File: config.mk
export PLATFORM = sky130hd
export DESIGN_NAME = exec_core
export DESIGN_NICKNAME = d
export VERILOG_FILES = /design/src/logic/exec_pkg.sv /design/src/logic/alu_unit.sv /design/src/logic/shift_unit.sv /design/src/logic/mul_unit.sv /design/src/logic/cdb.sv /design/src/logic/reg_file.sv /design/src/logic/issue_unit.sv /design/src/logic/exec_core.sv
export SDC_FILE = /design/constraint.sdc
export NUM_CORES = 2
export LEC_CHECK = 0
export ABC_AREA = 1
export BUFFER_PORTS_ARGS = -buffer_cell sky130_fd_sc_hd__buf_2
export CAP_MARGIN = 20
export CORE_MARGIN = 10
export CORE_UTILIZATION = 30
export CTS_CLUSTER_DIAMETER = 100
export DETAILED_ROUTE_END_ITERATION = 7
export PLACE_DENSITY = 0.48
export SLEW_MARGIN = 20
export SYNTH_ARGS = -nofsm -noshare
export SYNTH_HDL_FRONTEND = slang
export SYNTH_SLANG_ARGS = --single-unit
File: constraint.sdc
create_clock -name clk -period 44.8 [get_ports clk]
set_clock_uncertainty 0.15 [all_clocks]
set_input_delay 6.72 -clock clk [delete_from_list [all_inputs] [get_ports clk]]
set_output_delay 6.72 -clock clk [all_outputs]
set_load 0.05 [all_outputs]
File: src/logic/exec_pkg.sv
`default_nettype none

package exec_pkg;

    // Word and register file geometry
    localparam int DATA_W   = 32;
    localparam int REG_AW   = 5;
    localparam int NUM_REGS = 32;

    // Fixed unit latencies, the multiplier's comes from MUL_STAGES
    localparam int ALU_LAT   = 1;
    localparam int SHIFT_LAT = 2;

    typedef enum logic [3:0] {
        OP_ADD, OP_SUB, OP_AND, OP_OR, OP_XOR, OP_LI,
        OP_SLL, OP_SRL, OP_SRA, OP_MUL
    } opcode_t;

    // Result bus port numbers
    typedef enum logic [1:0] {
        FU_ALU   = 2'd0,
        FU_SHIFT = 2'd1,
        FU_MUL   = 2'd2,
        FU_SPARE = 2'd3
    } fu_t;

endpackage

`default_nettype wire

File: src/logic/alu_unit.sv
`timescale 1ns/1ns
`default_nettype none

module alu_unit import exec_pkg::*; (
    input  logic              clk,
    input  logic              reset,
    input  logic              start,
    input  opcode_t           op,
    input  logic [DATA_W-1:0] operand_a,
    input  logic [DATA_W-1:0] operand_b,
    input  logic [REG_AW-1:0] dest,
    output logic [DATA_W-1:0] result,
    output logic [REG_AW-1:0] result_dest,
    output logic              result_valid
);

    logic [DATA_W-1:0] alu_out;

    always_comb begin
        case (op)
            OP_ADD:  alu_out = operand_a + operand_b;
            OP_SUB:  alu_out = operand_a - operand_b;
            OP_AND:  alu_out = operand_a & operand_b;
            OP_OR:   alu_out = operand_a | operand_b;
            OP_XOR:  alu_out = operand_a ^ operand_b;
            // Immediate already sits on operand_b
            OP_LI:   alu_out = operand_b;
            default: alu_out = '0;
        endcase
    end

    always_ff @(posedge clk or posedge reset) begin
        if (reset)
            result_valid <= 1'b0;
        else
            result_valid <= start;
    end

    always_ff @(posedge clk) begin
        if (start) begin
            result      <= alu_out;
            result_dest <= dest;
        end
    end

endmodule

`default_nettype wire

File: src/logic/shift_unit.sv
`timescale 1ns/1ns
`default_nettype none

module shift_unit import exec_pkg::*; (
    input  logic              clk,
    input  logic              reset,
    input  logic              start,
    input  opcode_t           op,
    input  logic [DATA_W-1:0] operand_a,
    input  logic [DATA_W-1:0] operand_b,
    input  logic [REG_AW-1:0] dest,
    output logic [DATA_W-1:0] result,
    output logic [REG_AW-1:0] result_dest,
    output logic              result_valid
);

    // Stage 1 holds the captured operands
    logic              s1_valid;
    opcode_t           s1_op;
    logic [DATA_W-1:0] s1_data;
    logic [4:0]        s1_amount;
    logic [REG_AW-1:0] s1_dest;
    logic [DATA_W-1:0] shifted;

    always_comb begin
        case (s1_op)
            OP_SLL:  shifted = s1_data << s1_amount;
            OP_SRL:  shifted = s1_data >> s1_amount;
            OP_SRA:  shifted = $signed(s1_data) >>> s1_amount;
            default: shifted = s1_data;
        endcase
    end

    always_ff @(posedge clk or posedge reset) begin
        if (reset) begin
            s1_valid     <= 1'b0;
            result_valid <= 1'b0;
        end else begin
            s1_valid     <= start;
            result_valid <= s1_valid;
        end
    end

    always_ff @(posedge clk) begin
        if (start) begin
            s1_op     <= op;
            s1_data   <= operand_a;
            s1_amount <= operand_b[4:0];
            s1_dest   <= dest;
        end
        if (s1_valid) begin
            result      <= shifted;
            result_dest <= s1_dest;
        end
    end

endmodule

`default_nettype wire

File: src/logic/mul_unit.sv
`timescale 1ns/1ns
`default_nettype none

module mul_unit import exec_pkg::*; #(
    parameter int MUL_STAGES = 3
) (
    input  logic              clk,
    input  logic              reset,
    input  logic              start,
    input  opcode_t           op,
    input  logic [DATA_W-1:0] operand_a,
    input  logic [DATA_W-1:0] operand_b,
    input  logic [REG_AW-1:0] dest,
    output logic [DATA_W-1:0] result,
    output logic [REG_AW-1:0] result_dest,
    output logic              result_valid
);

    logic [MUL_STAGES-1:0] valid_pipe;
    logic [DATA_W-1:0]     prod_pipe [MUL_STAGES];
    logic [REG_AW-1:0]     dest_pipe [MUL_STAGES];

    always_ff @(posedge clk or posedge reset) begin
        if (reset) begin
            valid_pipe <= '0;
        end else begin
            valid_pipe[0] <= start && (op == OP_MUL);
            for (int i = 1; i < MUL_STAGES; i++)
                valid_pipe[i] <= valid_pipe[i - 1];
        end
    end

    // Low word of the product is formed up front and later stages only carry it
    always_ff @(posedge clk) begin
        prod_pipe[0] <= operand_a * operand_b;
        dest_pipe[0] <= dest;
        for (int i = 1; i < MUL_STAGES; i++) begin
            prod_pipe[i] <= prod_pipe[i - 1];
            dest_pipe[i] <= dest_pipe[i - 1];
        end
    end

    assign result       = prod_pipe[MUL_STAGES-1];
    assign result_dest  = dest_pipe[MUL_STAGES-1];
    assign result_valid = valid_pipe[MUL_STAGES-1];

endmodule

`default_nettype wire

File: src/logic/cdb.sv
`timescale 1ns/1ns
`default_nettype none

module cdb import exec_pkg::*; (
    input  logic              clk,
    input  logic              reset,
    input  logic [DATA_W-1:0] fu0_data,
    input  logic [REG_AW-1:0] fu0_dest,
    input  logic              fu0_valid,
    input  logic [DATA_W-1:0] fu1_data,
    input  logic [REG_AW-1:0] fu1_dest,
    input  logic              fu1_valid,
    input  logic [DATA_W-1:0] fu2_data,
    input  logic [REG_AW-1:0] fu2_dest,
    input  logic              fu2_valid,
    input  logic [DATA_W-1:0] fu3_data,
    input  logic [REG_AW-1:0] fu3_dest,
    input  logic              fu3_valid,
    // Owner of this cycle's result slot
    input  fu_t               issue_fu_select,
    output logic [REG_AW-1:0] prf_dest,
    output logic [DATA_W-1:0] prf_data,
    output logic              prf_write_enable
);

    logic [DATA_W-1:0] sel_data;
    logic [REG_AW-1:0] sel_dest;
    logic              sel_valid;

    always_comb begin
        case (issue_fu_select)
            FU_ALU: begin
                sel_data  = fu0_data;
                sel_dest  = fu0_dest;
                sel_valid = fu0_valid;
            end
            FU_SHIFT: begin
                sel_data  = fu1_data;
                sel_dest  = fu1_dest;
                sel_valid = fu1_valid;
            end
            FU_MUL: begin
                sel_data  = fu2_data;
                sel_dest  = fu2_dest;
                sel_valid = fu2_valid;
            end
            default: begin
                sel_data  = fu3_data;
                sel_dest  = fu3_dest;
                sel_valid = fu3_valid;
            end
        endcase
    end

    // Data and dest hold their last value when nothing is written
    always_ff @(posedge clk or posedge reset) begin
        if (reset) begin
            prf_dest         <= '0;
            prf_data         <= '0;
            prf_write_enable <= 1'b0;
        end else begin
            prf_write_enable <= sel_valid;
            if (sel_valid) begin
                prf_dest <= sel_dest;
                prf_data <= sel_data;
            end
        end
    end

endmodule

`default_nettype wire

File: src/logic/reg_file.sv
`timescale 1ns/1ns
`default_nettype none

module reg_file import exec_pkg::*; (
    input  logic              clk,
    input  logic              reset,
    input  logic [REG_AW-1:0] rs1_addr,
    input  logic [REG_AW-1:0] rs2_addr,
    input  logic [REG_AW-1:0] dbg_addr,
    output logic [DATA_W-1:0] rs1_data,
    output logic [DATA_W-1:0] rs2_data,
    output logic [DATA_W-1:0] dbg_data,
    input  logic              prf_write_enable,
    input  logic [REG_AW-1:0] prf_dest,
    input  logic [DATA_W-1:0] prf_data
);

    logic [DATA_W-1:0] regs [NUM_REGS];

    // Every register starts at zero, none is hardwired
    always_ff @(posedge clk or posedge reset) begin
        if (reset) begin
            for (int i = 0; i < NUM_REGS; i++)
                regs[i] <= '0;
        end else if (prf_write_enable) begin
            regs[prf_dest] <= prf_data;
        end
    end

    // No write-through, a reader sees the new value the cycle after the write
    assign rs1_data = regs[rs1_addr];
    assign rs2_data = regs[rs2_addr];
    assign dbg_data = regs[dbg_addr];

endmodule

`default_nettype wire

File: src/logic/issue_unit.sv
`timescale 1ns/1ns
`default_nettype none

module issue_unit import exec_pkg::*; #(
    parameter int MUL_STAGES = 3
) (
    input  logic              clk,
    input  logic              reset,
    input  logic              instr_valid,
    input  opcode_t           instr_op,
    input  logic [REG_AW-1:0] instr_dest,
    input  logic [REG_AW-1:0] instr_src1,
    input  logic [REG_AW-1:0] instr_src2,
    input  logic [DATA_W-1:0] instr_imm,
    output logic              instr_stall,
    output logic [REG_AW-1:0] rs1_addr,
    output logic [REG_AW-1:0] rs2_addr,
    input  logic [DATA_W-1:0] rs1_data,
    input  logic [DATA_W-1:0] rs2_data,
    output logic              alu_start,
    output logic              shift_start,
    output logic              mul_start,
    output opcode_t           op,
    output logic [DATA_W-1:0] operand_a,
    output logic [DATA_W-1:0] operand_b,
    output logic [REG_AW-1:0] dest,
    output fu_t               issue_fu_select,
    input  logic              prf_write_enable,
    input  logic [REG_AW-1:0] prf_dest
);

    localparam int MAX_LAT = (MUL_STAGES > SHIFT_LAT) ? MUL_STAGES : SHIFT_LAT;
    // Entry 0 is the slot the CDB is muxing this cycle
    localparam int DEPTH = MAX_LAT + 1;

    logic [NUM_REGS-1:0] busy;
    logic [DEPTH-1:0]    slot_v;
    fu_t  [DEPTH-1:0]    slot_fu;
    logic [DEPTH-1:0]    slot_v_shift;
    fu_t                 issue_fu;
    int                  issue_lat;
    logic                src_hazard;
    logic                slot_conflict;
    logic                accept;

    assign rs1_addr = instr_src1;
    assign rs2_addr = instr_src2;

    always_comb begin
        case (instr_op)
            OP_SLL, OP_SRL, OP_SRA: begin
                issue_fu  = FU_SHIFT;
                issue_lat = SHIFT_LAT;
            end
            OP_MUL: begin
                issue_fu  = FU_MUL;
                issue_lat = MUL_STAGES;
            end
            default: begin
                issue_fu  = FU_ALU;
                issue_lat = ALU_LAT;
            end
        endcase
    end

    // View of the slot register after this edge's shift
    assign slot_v_shift = {1'b0, slot_v[DEPTH-1:1]};

    // LI reads no register
    assign src_hazard    = (instr_op != OP_LI) && (busy[instr_src1] || busy[instr_src2]);
    assign slot_conflict = slot_v_shift[issue_lat];
    assign instr_stall   = instr_valid && (src_hazard || busy[instr_dest] || slot_conflict);
    assign accept        = instr_valid && !instr_stall;

    assign issue_fu_select = slot_fu[0];

    always_ff @(posedge clk or posedge reset) begin
        if (reset) begin
            busy        <= '0;
            slot_v      <= '0;
            slot_fu     <= {DEPTH{FU_SPARE}};
            alu_start   <= 1'b0;
            shift_start <= 1'b0;
            mul_start   <= 1'b0;
        end else begin
            // A register is never set and cleared at the same edge, the dest check stalls that
            if (prf_write_enable)
                busy[prf_dest] <= 1'b0;
            if (accept)
                busy[instr_dest] <= 1'b1;

            slot_v <= slot_v_shift;
            for (int i = 0; i < DEPTH - 1; i++)
                slot_fu[i] <= slot_fu[i + 1];
            slot_fu[DEPTH-1] <= FU_SPARE;
            // Reserved entry reaches the head as the unit's result comes out
            if (accept) begin
                slot_v[issue_lat]  <= 1'b1;
                slot_fu[issue_lat] <= issue_fu;
            end

            alu_start   <= accept && (issue_fu == FU_ALU);
            shift_start <= accept && (issue_fu == FU_SHIFT);
            mul_start   <= accept && (issue_fu == FU_MUL);
        end
    end

    always_ff @(posedge clk) begin
        if (accept) begin
            op        <= instr_op;
            operand_a <= rs1_data;
            operand_b <= (instr_op == OP_LI) ? instr_imm : rs2_data;
            dest      <= instr_dest;
        end
    end

endmodule

`default_nettype wire

File: src/logic/exec_core.sv
`timescale 1ns/1ns
`default_nettype none

module exec_core import exec_pkg::*; #(
    parameter int MUL_STAGES = 3
) (
    input  logic              clk,
    input  logic              reset,
    input  logic              instr_valid,
    input  opcode_t           instr_op,
    input  logic [REG_AW-1:0] instr_dest,
    input  logic [REG_AW-1:0] instr_src1,
    input  logic [REG_AW-1:0] instr_src2,
    input  logic [DATA_W-1:0] instr_imm,
    output logic              instr_stall,
    input  logic [REG_AW-1:0] dbg_addr,
    output logic [DATA_W-1:0] dbg_data,
    output logic              prf_write_enable,
    output logic [REG_AW-1:0] prf_dest,
    output logic [DATA_W-1:0] prf_data
);

    logic [REG_AW-1:0] rs1_addr, rs2_addr;
    logic [DATA_W-1:0] rs1_data, rs2_data;
    logic              alu_start, shift_start, mul_start;
    opcode_t           op;
    logic [DATA_W-1:0] operand_a, operand_b;
    logic [REG_AW-1:0] dest;
    fu_t               issue_fu_select;

    logic [DATA_W-1:0] alu_result, shift_result, mul_result;
    logic [REG_AW-1:0] alu_dest, shift_dest, mul_dest;
    logic              alu_valid, shift_valid, mul_valid;

    issue_unit #(.MUL_STAGES(MUL_STAGES)) u_issue (
        .clk, .reset,
        .instr_valid, .instr_op, .instr_dest, .instr_src1, .instr_src2, .instr_imm,
        .instr_stall,
        .rs1_addr, .rs2_addr, .rs1_data, .rs2_data,
        .alu_start, .shift_start, .mul_start,
        .op, .operand_a, .operand_b, .dest,
        .issue_fu_select,
        .prf_write_enable, .prf_dest
    );

    alu_unit u_alu (
        .clk, .reset, .start(alu_start), .op, .operand_a, .operand_b, .dest,
        .result(alu_result), .result_dest(alu_dest), .result_valid(alu_valid)
    );

    shift_unit u_shift (
        .clk, .reset, .start(shift_start), .op, .operand_a, .operand_b, .dest,
        .result(shift_result), .result_dest(shift_dest), .result_valid(shift_valid)
    );

    mul_unit #(.MUL_STAGES(MUL_STAGES)) u_mul (
        .clk, .reset, .start(mul_start), .op, .operand_a, .operand_b, .dest,
        .result(mul_result), .result_dest(mul_dest), .result_valid(mul_valid)
    );

    // Port 3 is left free for a fourth unit
    cdb u_cdb (
        .clk, .reset,
        .fu0_data(alu_result),   .fu0_dest(alu_dest),   .fu0_valid(alu_valid),
        .fu1_data(shift_result), .fu1_dest(shift_dest), .fu1_valid(shift_valid),
        .fu2_data(mul_result),   .fu2_dest(mul_dest),   .fu2_valid(mul_valid),
        .fu3_data('0),           .fu3_dest('0),         .fu3_valid(1'b0),
        .issue_fu_select,
        .prf_dest, .prf_data, .prf_write_enable
    );

    reg_file u_regs (
        .clk, .reset,
        .rs1_addr, .rs2_addr, .dbg_addr,
        .rs1_data, .rs2_data, .dbg_data,
        .prf_write_enable, .prf_dest, .prf_data
    );

endmodule

`default_nettype wire

# --- Yosys cells after proc, flatten, opt, wreduce, memory -nomap -nowiden ---
# Memories as Yosys holds them, arrays and structs flattened.
# Index checks and enable logic that the tools add are counted.
classes:
  n_shift: 3
  n_mux: 42
  mul: 1
  n_eq_ne: 19
  addsub: 2
  reduce_logical: 19
  n_lt_le_gt_ge: 13
  div: 0
  bitwise_logic: 11
op_table:
  columns: ["op", "n"]
  rows:
  - ["$bwmux 1024", 1]
  - ["$bmux 32 s5", 3]
  - ["$mux 32", 10]
  - ["$pmux 32 s3", 2]
  - ["$pmux 32 s6", 1]
  - ["$demux 32 s5", 1]
  - ["$and 32x32->32", 2]
  - ["$or 32x32->32", 2]
  - ["$add 32x32->32", 1]
  - ["$mul 32x32->32", 1]
  - ["$not 32->32", 1]
  - ["$shl 32x5->32", 1]
  - ["$shr 32x5->32", 1]
  - ["$sshr 32x5->32", 1]
  - ["$sub 32x32->32", 1]
  - ["$xor 32x32->32", 1]
  - ["$eq 4x3->1 const B", 7]
  - ["$ge 6x6->1 const B", 4]
  - ["$lt 5x6->1 const B", 4]
  - ["$not 5->6", 4]
  - ["$eq 4x4->1 const B", 4]
  - ["$bmux 1 s5", 3]
  - ["$pmux 5 s3", 1]
  - ["$logic_and 1x1->1", 11]
  - ["26 further kinds", 42]
totals:
  memories: 2
  out_inout_bits: 71
  regBits: 1308
  latch_bits: 0
  rom_bits: 0
  ram_bits: 111
memory_table:
  columns: ["name", "words", "width", "rd", "rd_clocked_by_memory_dff", "wr", "line", "source"]
  rows:
  - ["u_mul.prod_pipe", 3, 32, 3, 0, 3, "mul_unit.sv:20", "logic [DATA_W-1:0] prod_pipe [MUL_STAGES];"]
  - ["u_mul.dest_pipe", 3, 5, 3, 0, 3, "mul_unit.sv:21", "logic [REG_AW-1:0] dest_pipe [MUL_STAGES];"]

# --- Longest topological paths before layout ---
depth:
  word_depth: 11
  ltp_mapped: 31

# --- Hierarchy ---
# From an unflattened synthesis, not the netlist that was laid out.
hier_totals:
  cells_unflattened: 16219
  area_unflattened_um2: 107622.0
modules_own_cells:
  columns: ["mod", "cells_each", "area_per_inst_um2", "seq_area_each_um2", "n_inst"]
  rows:
  - ["reg_file", 10741, 66647.7, 25624.6, 1]
  - ["mul_unit", 2453, 19536.2, 2297.2, 1]
  - ["shift_unit", 943, 6535.0, 2542.4, 1]
  - ["alu_unit", 1008, 6387.4, 1136.1, 1]
  - ["issue_unit", 688, 5918.2, 3328.2, 1]
  - ["cdb", 385, 2593.7, 950.9, 1]
  - ["exec_core", 1, 3.8, 0.0, 1]

# --- Worst setup path before layout ---
# No wires, ideal clock.
synth_path:
  path_type: "in2out"
  start: "in instr_src1[0]"
  end: "out instr_stall"
  stages: 11
  setup_slack_ns: 29.180
  required_ns: 37.930
  t_arrival_ns: 8.750
  cell_sequence: "buf_4 buf_2 a21oi_1 o21ai_0 o211ai_1 nand3_1 nand2_1 nand2_1 nand2_1 o21ai_2 a21boi_0"
synth_between:
  elab_chain_cells: 7
synth_lines:
  columns: ["item", "line", "source"]
  rows:
  - ["start: declaration", "exec_core.sv:12", "input logic [REG_AW-1:0] instr_src1,"]
  - ["$bmux 1 s5", "issue_unit.sv:70", "assign src_hazard = (instr_op != OP_LI) && (busy[instr_src1] || busy[instr_src2]);"]
  - ["$mux 1 (not written as such)", "issue_unit.sv:70", null]
  - ["$logic_or 1x1->1", "issue_unit.sv:70", null]
  - ["$logic_and 1x1->1", "issue_unit.sv:70", null]
  - ["$logic_or 1x1->1 (2 in series)", "issue_unit.sv:72", "assign instr_stall = instr_valid && (src_hazard || busy[instr_dest] || slot_conflict);"]
  - ["$logic_and 1x1->1", "issue_unit.sv:72", null]
  - ["end: declaration", "exec_core.sv:15", "output logic instr_stall,"]
# No other way between the ends. The select of a mux whose other input is x is not followed.

# --- Worst setup path after layout ---
layout_path:
  start: "in dbg_addr[0]"
  end: "out dbg_data[3]"
layout_between:
  elab_chain_cells: 4
layout_lines:
  columns: ["item", "line", "source"]
  rows:
  - ["start: declaration", "exec_core.sv:16", "input logic [REG_AW-1:0] dbg_addr,"]
  - ["$not 5->6 (not written as such)", "reg_file.sv:33", "assign dbg_data = regs[dbg_addr];"]
  - ["$bmux 32 s5", "reg_file.sv:33", null]
  - ["$mux 32 (not written as such) (2 in series)", "reg_file.sv:33", null]
  - ["end: declaration", "exec_core.sv:17", "output logic [DATA_W-1:0] dbg_data,"]
# No other way between the ends. The select of a mux whose other input is x is not followed.

==> results_dict.tcl <==
set metrics [dict create \
    power.share.combinational_pct 44.7 \
    dr.pass1.iters 8 \
    min_to "u_mul.prod_pipe[0][55]$_DFF_P_" \
    drt-initial-drc-count 13732 \
    r2r-end "u_mul.prod_pipe[0][29]$_DFF_P_" \
    period_needed_ns 18.25 \
    layout-drive-gt1-share_pct 5.88 \
    synth_top_area_share_pct 27.6 \
    slew_viol_final 0 \
    placementRows 212 \
    nets 13595 \
    drc 0 \
    r2r_start "u_issue.operand_a[8]$_DFFE_PP_" \
    post_synth_num_cell_types 61 \
    ant_nets 0 \
    finalHoldViolCount 0 \
    synth_seq_cells 1417 \
    ff2ff_setup_slack_ns 37.11 \
    start_util_pct 30.1 \
    fp.dieW_microns 598 \
    vdd_drop_max_uv 166 \
    syn_to_final_growth_pct 9.59 \
    syn-mean-instance-area_sq_um 7.39 \
    num_vias 100555 \
    placed_cells 17119 \
    synth_top_cell_by_area "dfrtp_1" \
    rsz0062_at_grt "false" \
    fillCellCount 35364 \
    grt_pass1_wl_microns 691000 \
    cts-resized-gates 0 \
    power.share.switching_pct 42.7 \
    grt_max_degree 175 \
    core-area_sq_um 333000 \
    root_buffer "clkbuf_16" \
    synth_edf_count 193 \
    worst-path-max-fanout 139 \
    powerDensity_nw_per_um2 49.2 \
    seq_power_share_pct 27.9 \
    multiInputGateArea_sq_um 55800 \
    fmax_mhz 54.8 \
    setup_tns_ns 0 \
    min_delay_path_depth 0 \
    p_int_uw 3090 \
    worst-setup-path-type "primary input to primary output" \
    globalRouteOverflowTotal 0 \
    insertion_delay_ns 0.87 \
    synthFlopType "dfrtp_1" \
    worst_pin_slew_ns 1.29 \
    antenna_found_initial 38 \
    finalNonFillerCells 17436 \
    required_ns 37.93 \
    finalSetupViolCount 0 \
    syn_area_sq_um 100000 \
    cts_tree "done" \
    clk_pin_slew_ns 0.07 \
    grt_use_total_pct 25.7 \
    status "completed" \
    die_area_sq_um 357000 \
    synth_area_leaders "dfrtp_1 28%, o21ai_0 14%, nand2_1 9.7%" \
    layout_common_cells "2867 x o21ai_0, 2553 x nand2_1, 1799 x nor2_1" \
    slew_headroom_pct 13.5 \
    cts_max_level 4 \
    p_clk_share_pct 27.3 \
    cts_setup_buffers 0 \
    first_global_vias 93811 \
    cp-end-kind "primary output" \
    hold_class "register to register" \
    viasPerCell 5.77 \
    clockBufferDepth 4 \
    yosysSeqAreaShare_pct 35.8 \
    hp-start "u_mul.prod_pipe[0][23]$_DFF_P_" \
    drt_wl_total_microns 478000 \
    critPathSlowestCell "a31oi_1" \
    reg2reg_depth 26 \
    syn-num-nets 14246 \
    path_cells "buf_8 > inv_8 > buf_4 > buf_4 > nor2_1 > nor2_1 > a21oi_1 > a21oi_1 > o21ai_0 > nand2_1 > a31oi_1 > a31oi_1 > buf_2" \
    seqCellArea_sq_um 35900 \
    gp_congestion 0.956 \
    cts.sinks 1417 \
    whs_ns 0.171 \
    syn_inst 13559 \
    async_flop_share_pct 78.5 \
    period_share_pct 40.7 \
    setup.worst_path.start_class "primary input" \
    holdBufCountCts 0 \
    numCtsBuffers 171 \
    power.net_switching_uw 2310 \
    drv_cap 0 \
    dpl.hpwl_microns 294000 \
    dieHeight_microns 598 \
    pin_count 130 \
    cpPeakStageDelay_ns 0.98 \
    power_uw 5400 \
    portBuffers 129 \
    wl_per_cell_microns 27.4 \
    yosysWarnings 0 \
    layout_commonest_cell "o21ai_0" \
    leakage_uw 0.0485 \
    critical_path_arrival_ns 11.38 \
]
[critical path, delay by kind of cell]
family                 cells  cell delay (ns)
and+or+nand+nor            3             0.31
AOI/OAI and AO/OA          5             1.34
buffers and inverters      5             2.84
[sequential cells by signal, indices dropped and copies added (netlist names), 6 cells and up]
register           flops
u_regs.regs         1024
u_mul.prod_pipe       96
u_alu.result          32
u_cdb.prf_data        32
u_issue.busy          32
u_issue.operand_a     32
u_issue.operand_b     32
u_shift.result        32
u_shift.s1_data       32
u_mul.dest_pipe       15
u_issue.slot_fu        6
[cell type report]
type | instances | area share (%)
Sequential cell | 1417 | 32.7
Timing Repair Buffer | 391 | 2.59
Antenna cell | 13 | 0.0296
Clock inverter | 68 | 0.789
Clock buffer | 233 | 4.44
Multi-Input combinational cell | 9889 | 50.8
Tap cell | 4387 | 5.00
Inverter | 1038 | 3.63
[through the flow]
step | area, sq um | utilization [%] | worst slack (ns)
global placement | 104000 | 31.2 | 26.65
finish | 110000 | 33.0 | 26.55
global route | 110000 | 33.0 | 26.42
detailed placement | 104000 | 31.2 | 26.78
CTS | 110000 | 33.0 | 26.79
floorplan | 100000 | - | 6.60
[routing by layer]
layer | vias to the layer above | wire [microns] | GRT usage, %
li1 | 44418 | - | -
met1 | 49608 | 207000 | 36.2
met2 | 5516 | 199000 | 37.5
met3 | 985 | 49100 | 6.17
met4 | 28 | 22400 | 10.6
met5 | - | 351 | 0.330
[cell families (layout without fill, tap and decap cells)]
family | after synthesis | count (layout) | synth area share (%)
AO/OA/AOI/OAI | 4367 | 4367 | 25.0
XOR/XNOR | 72 | 72 | 0.630
adder cells (fa/ha/maj) | 628 | 628 | 10.9
buffers and inverters | 2253 | 1730 | 8.81
flip-flops | 1417 | 1417 | 35.8
multiplexers | 12 | 12 | 0.120
other | 1 | 14 | 0.00374
AND/OR/NAND/NOR | 4809 | 4809 | 18.7
[worst max path at each step]
stage	from	to	slack (ns)	cells after the start
after floorplan	reset	u_alu.result_valid$_DFF_PP0_	6.60	1
after global placement	dbg_addr[0]	dbg_data[29]	26.65	10
after detailed placement	dbg_addr[0]	dbg_data[26]	26.78	10
after CTS	dbg_addr[0]	dbg_data[26]	26.79	10
after global routing	dbg_addr[0]	dbg_data[15]	26.42	9
final	dbg_addr[0]	dbg_data[3]	26.55	13
[power groups by stage]
stage	Clock (uW)	Sequential (uW)	Combinational (uW)
2_1_floorplan	0	1500	1650
3_3_place_gp	0	1530	2410
3_5_place_dp	0	1530	2400
4_1_cts	1500	1500	2420
5_1_grt	1550	1510	2700
6_report	1480	1510	2420
[synthesized netlist by cell type, drive strengths merged (8+ instances only)]
cell type / n
edfxtp: 193
buf: 273
xnor2: 18
a221oi: 29
o211ai: 61
ha: 219
dfrtp: 1105
clkinv: 8
mux2i: 12
a21o: 12
a21boi: 14
nand3b: 12
o22ai: 343
a32oi: 56
clkbuf: 942
nand3: 309
o21bai: 13
a32o: 47
or2: 16
a22oi: 14
o2111ai: 8
xor2: 54
inv: 1030
nand2: 2586
dfstp: 8
dfxtp: 111
a31oi: 84
nor3: 52
fa: 409
nand4: 11
a21oi: 257
nor2: 1813
o221ai: 424
o21ai: 2940
o311ai: 10
a41oi: 40
No activity file was read; power rests on OpenSTA's default activity.
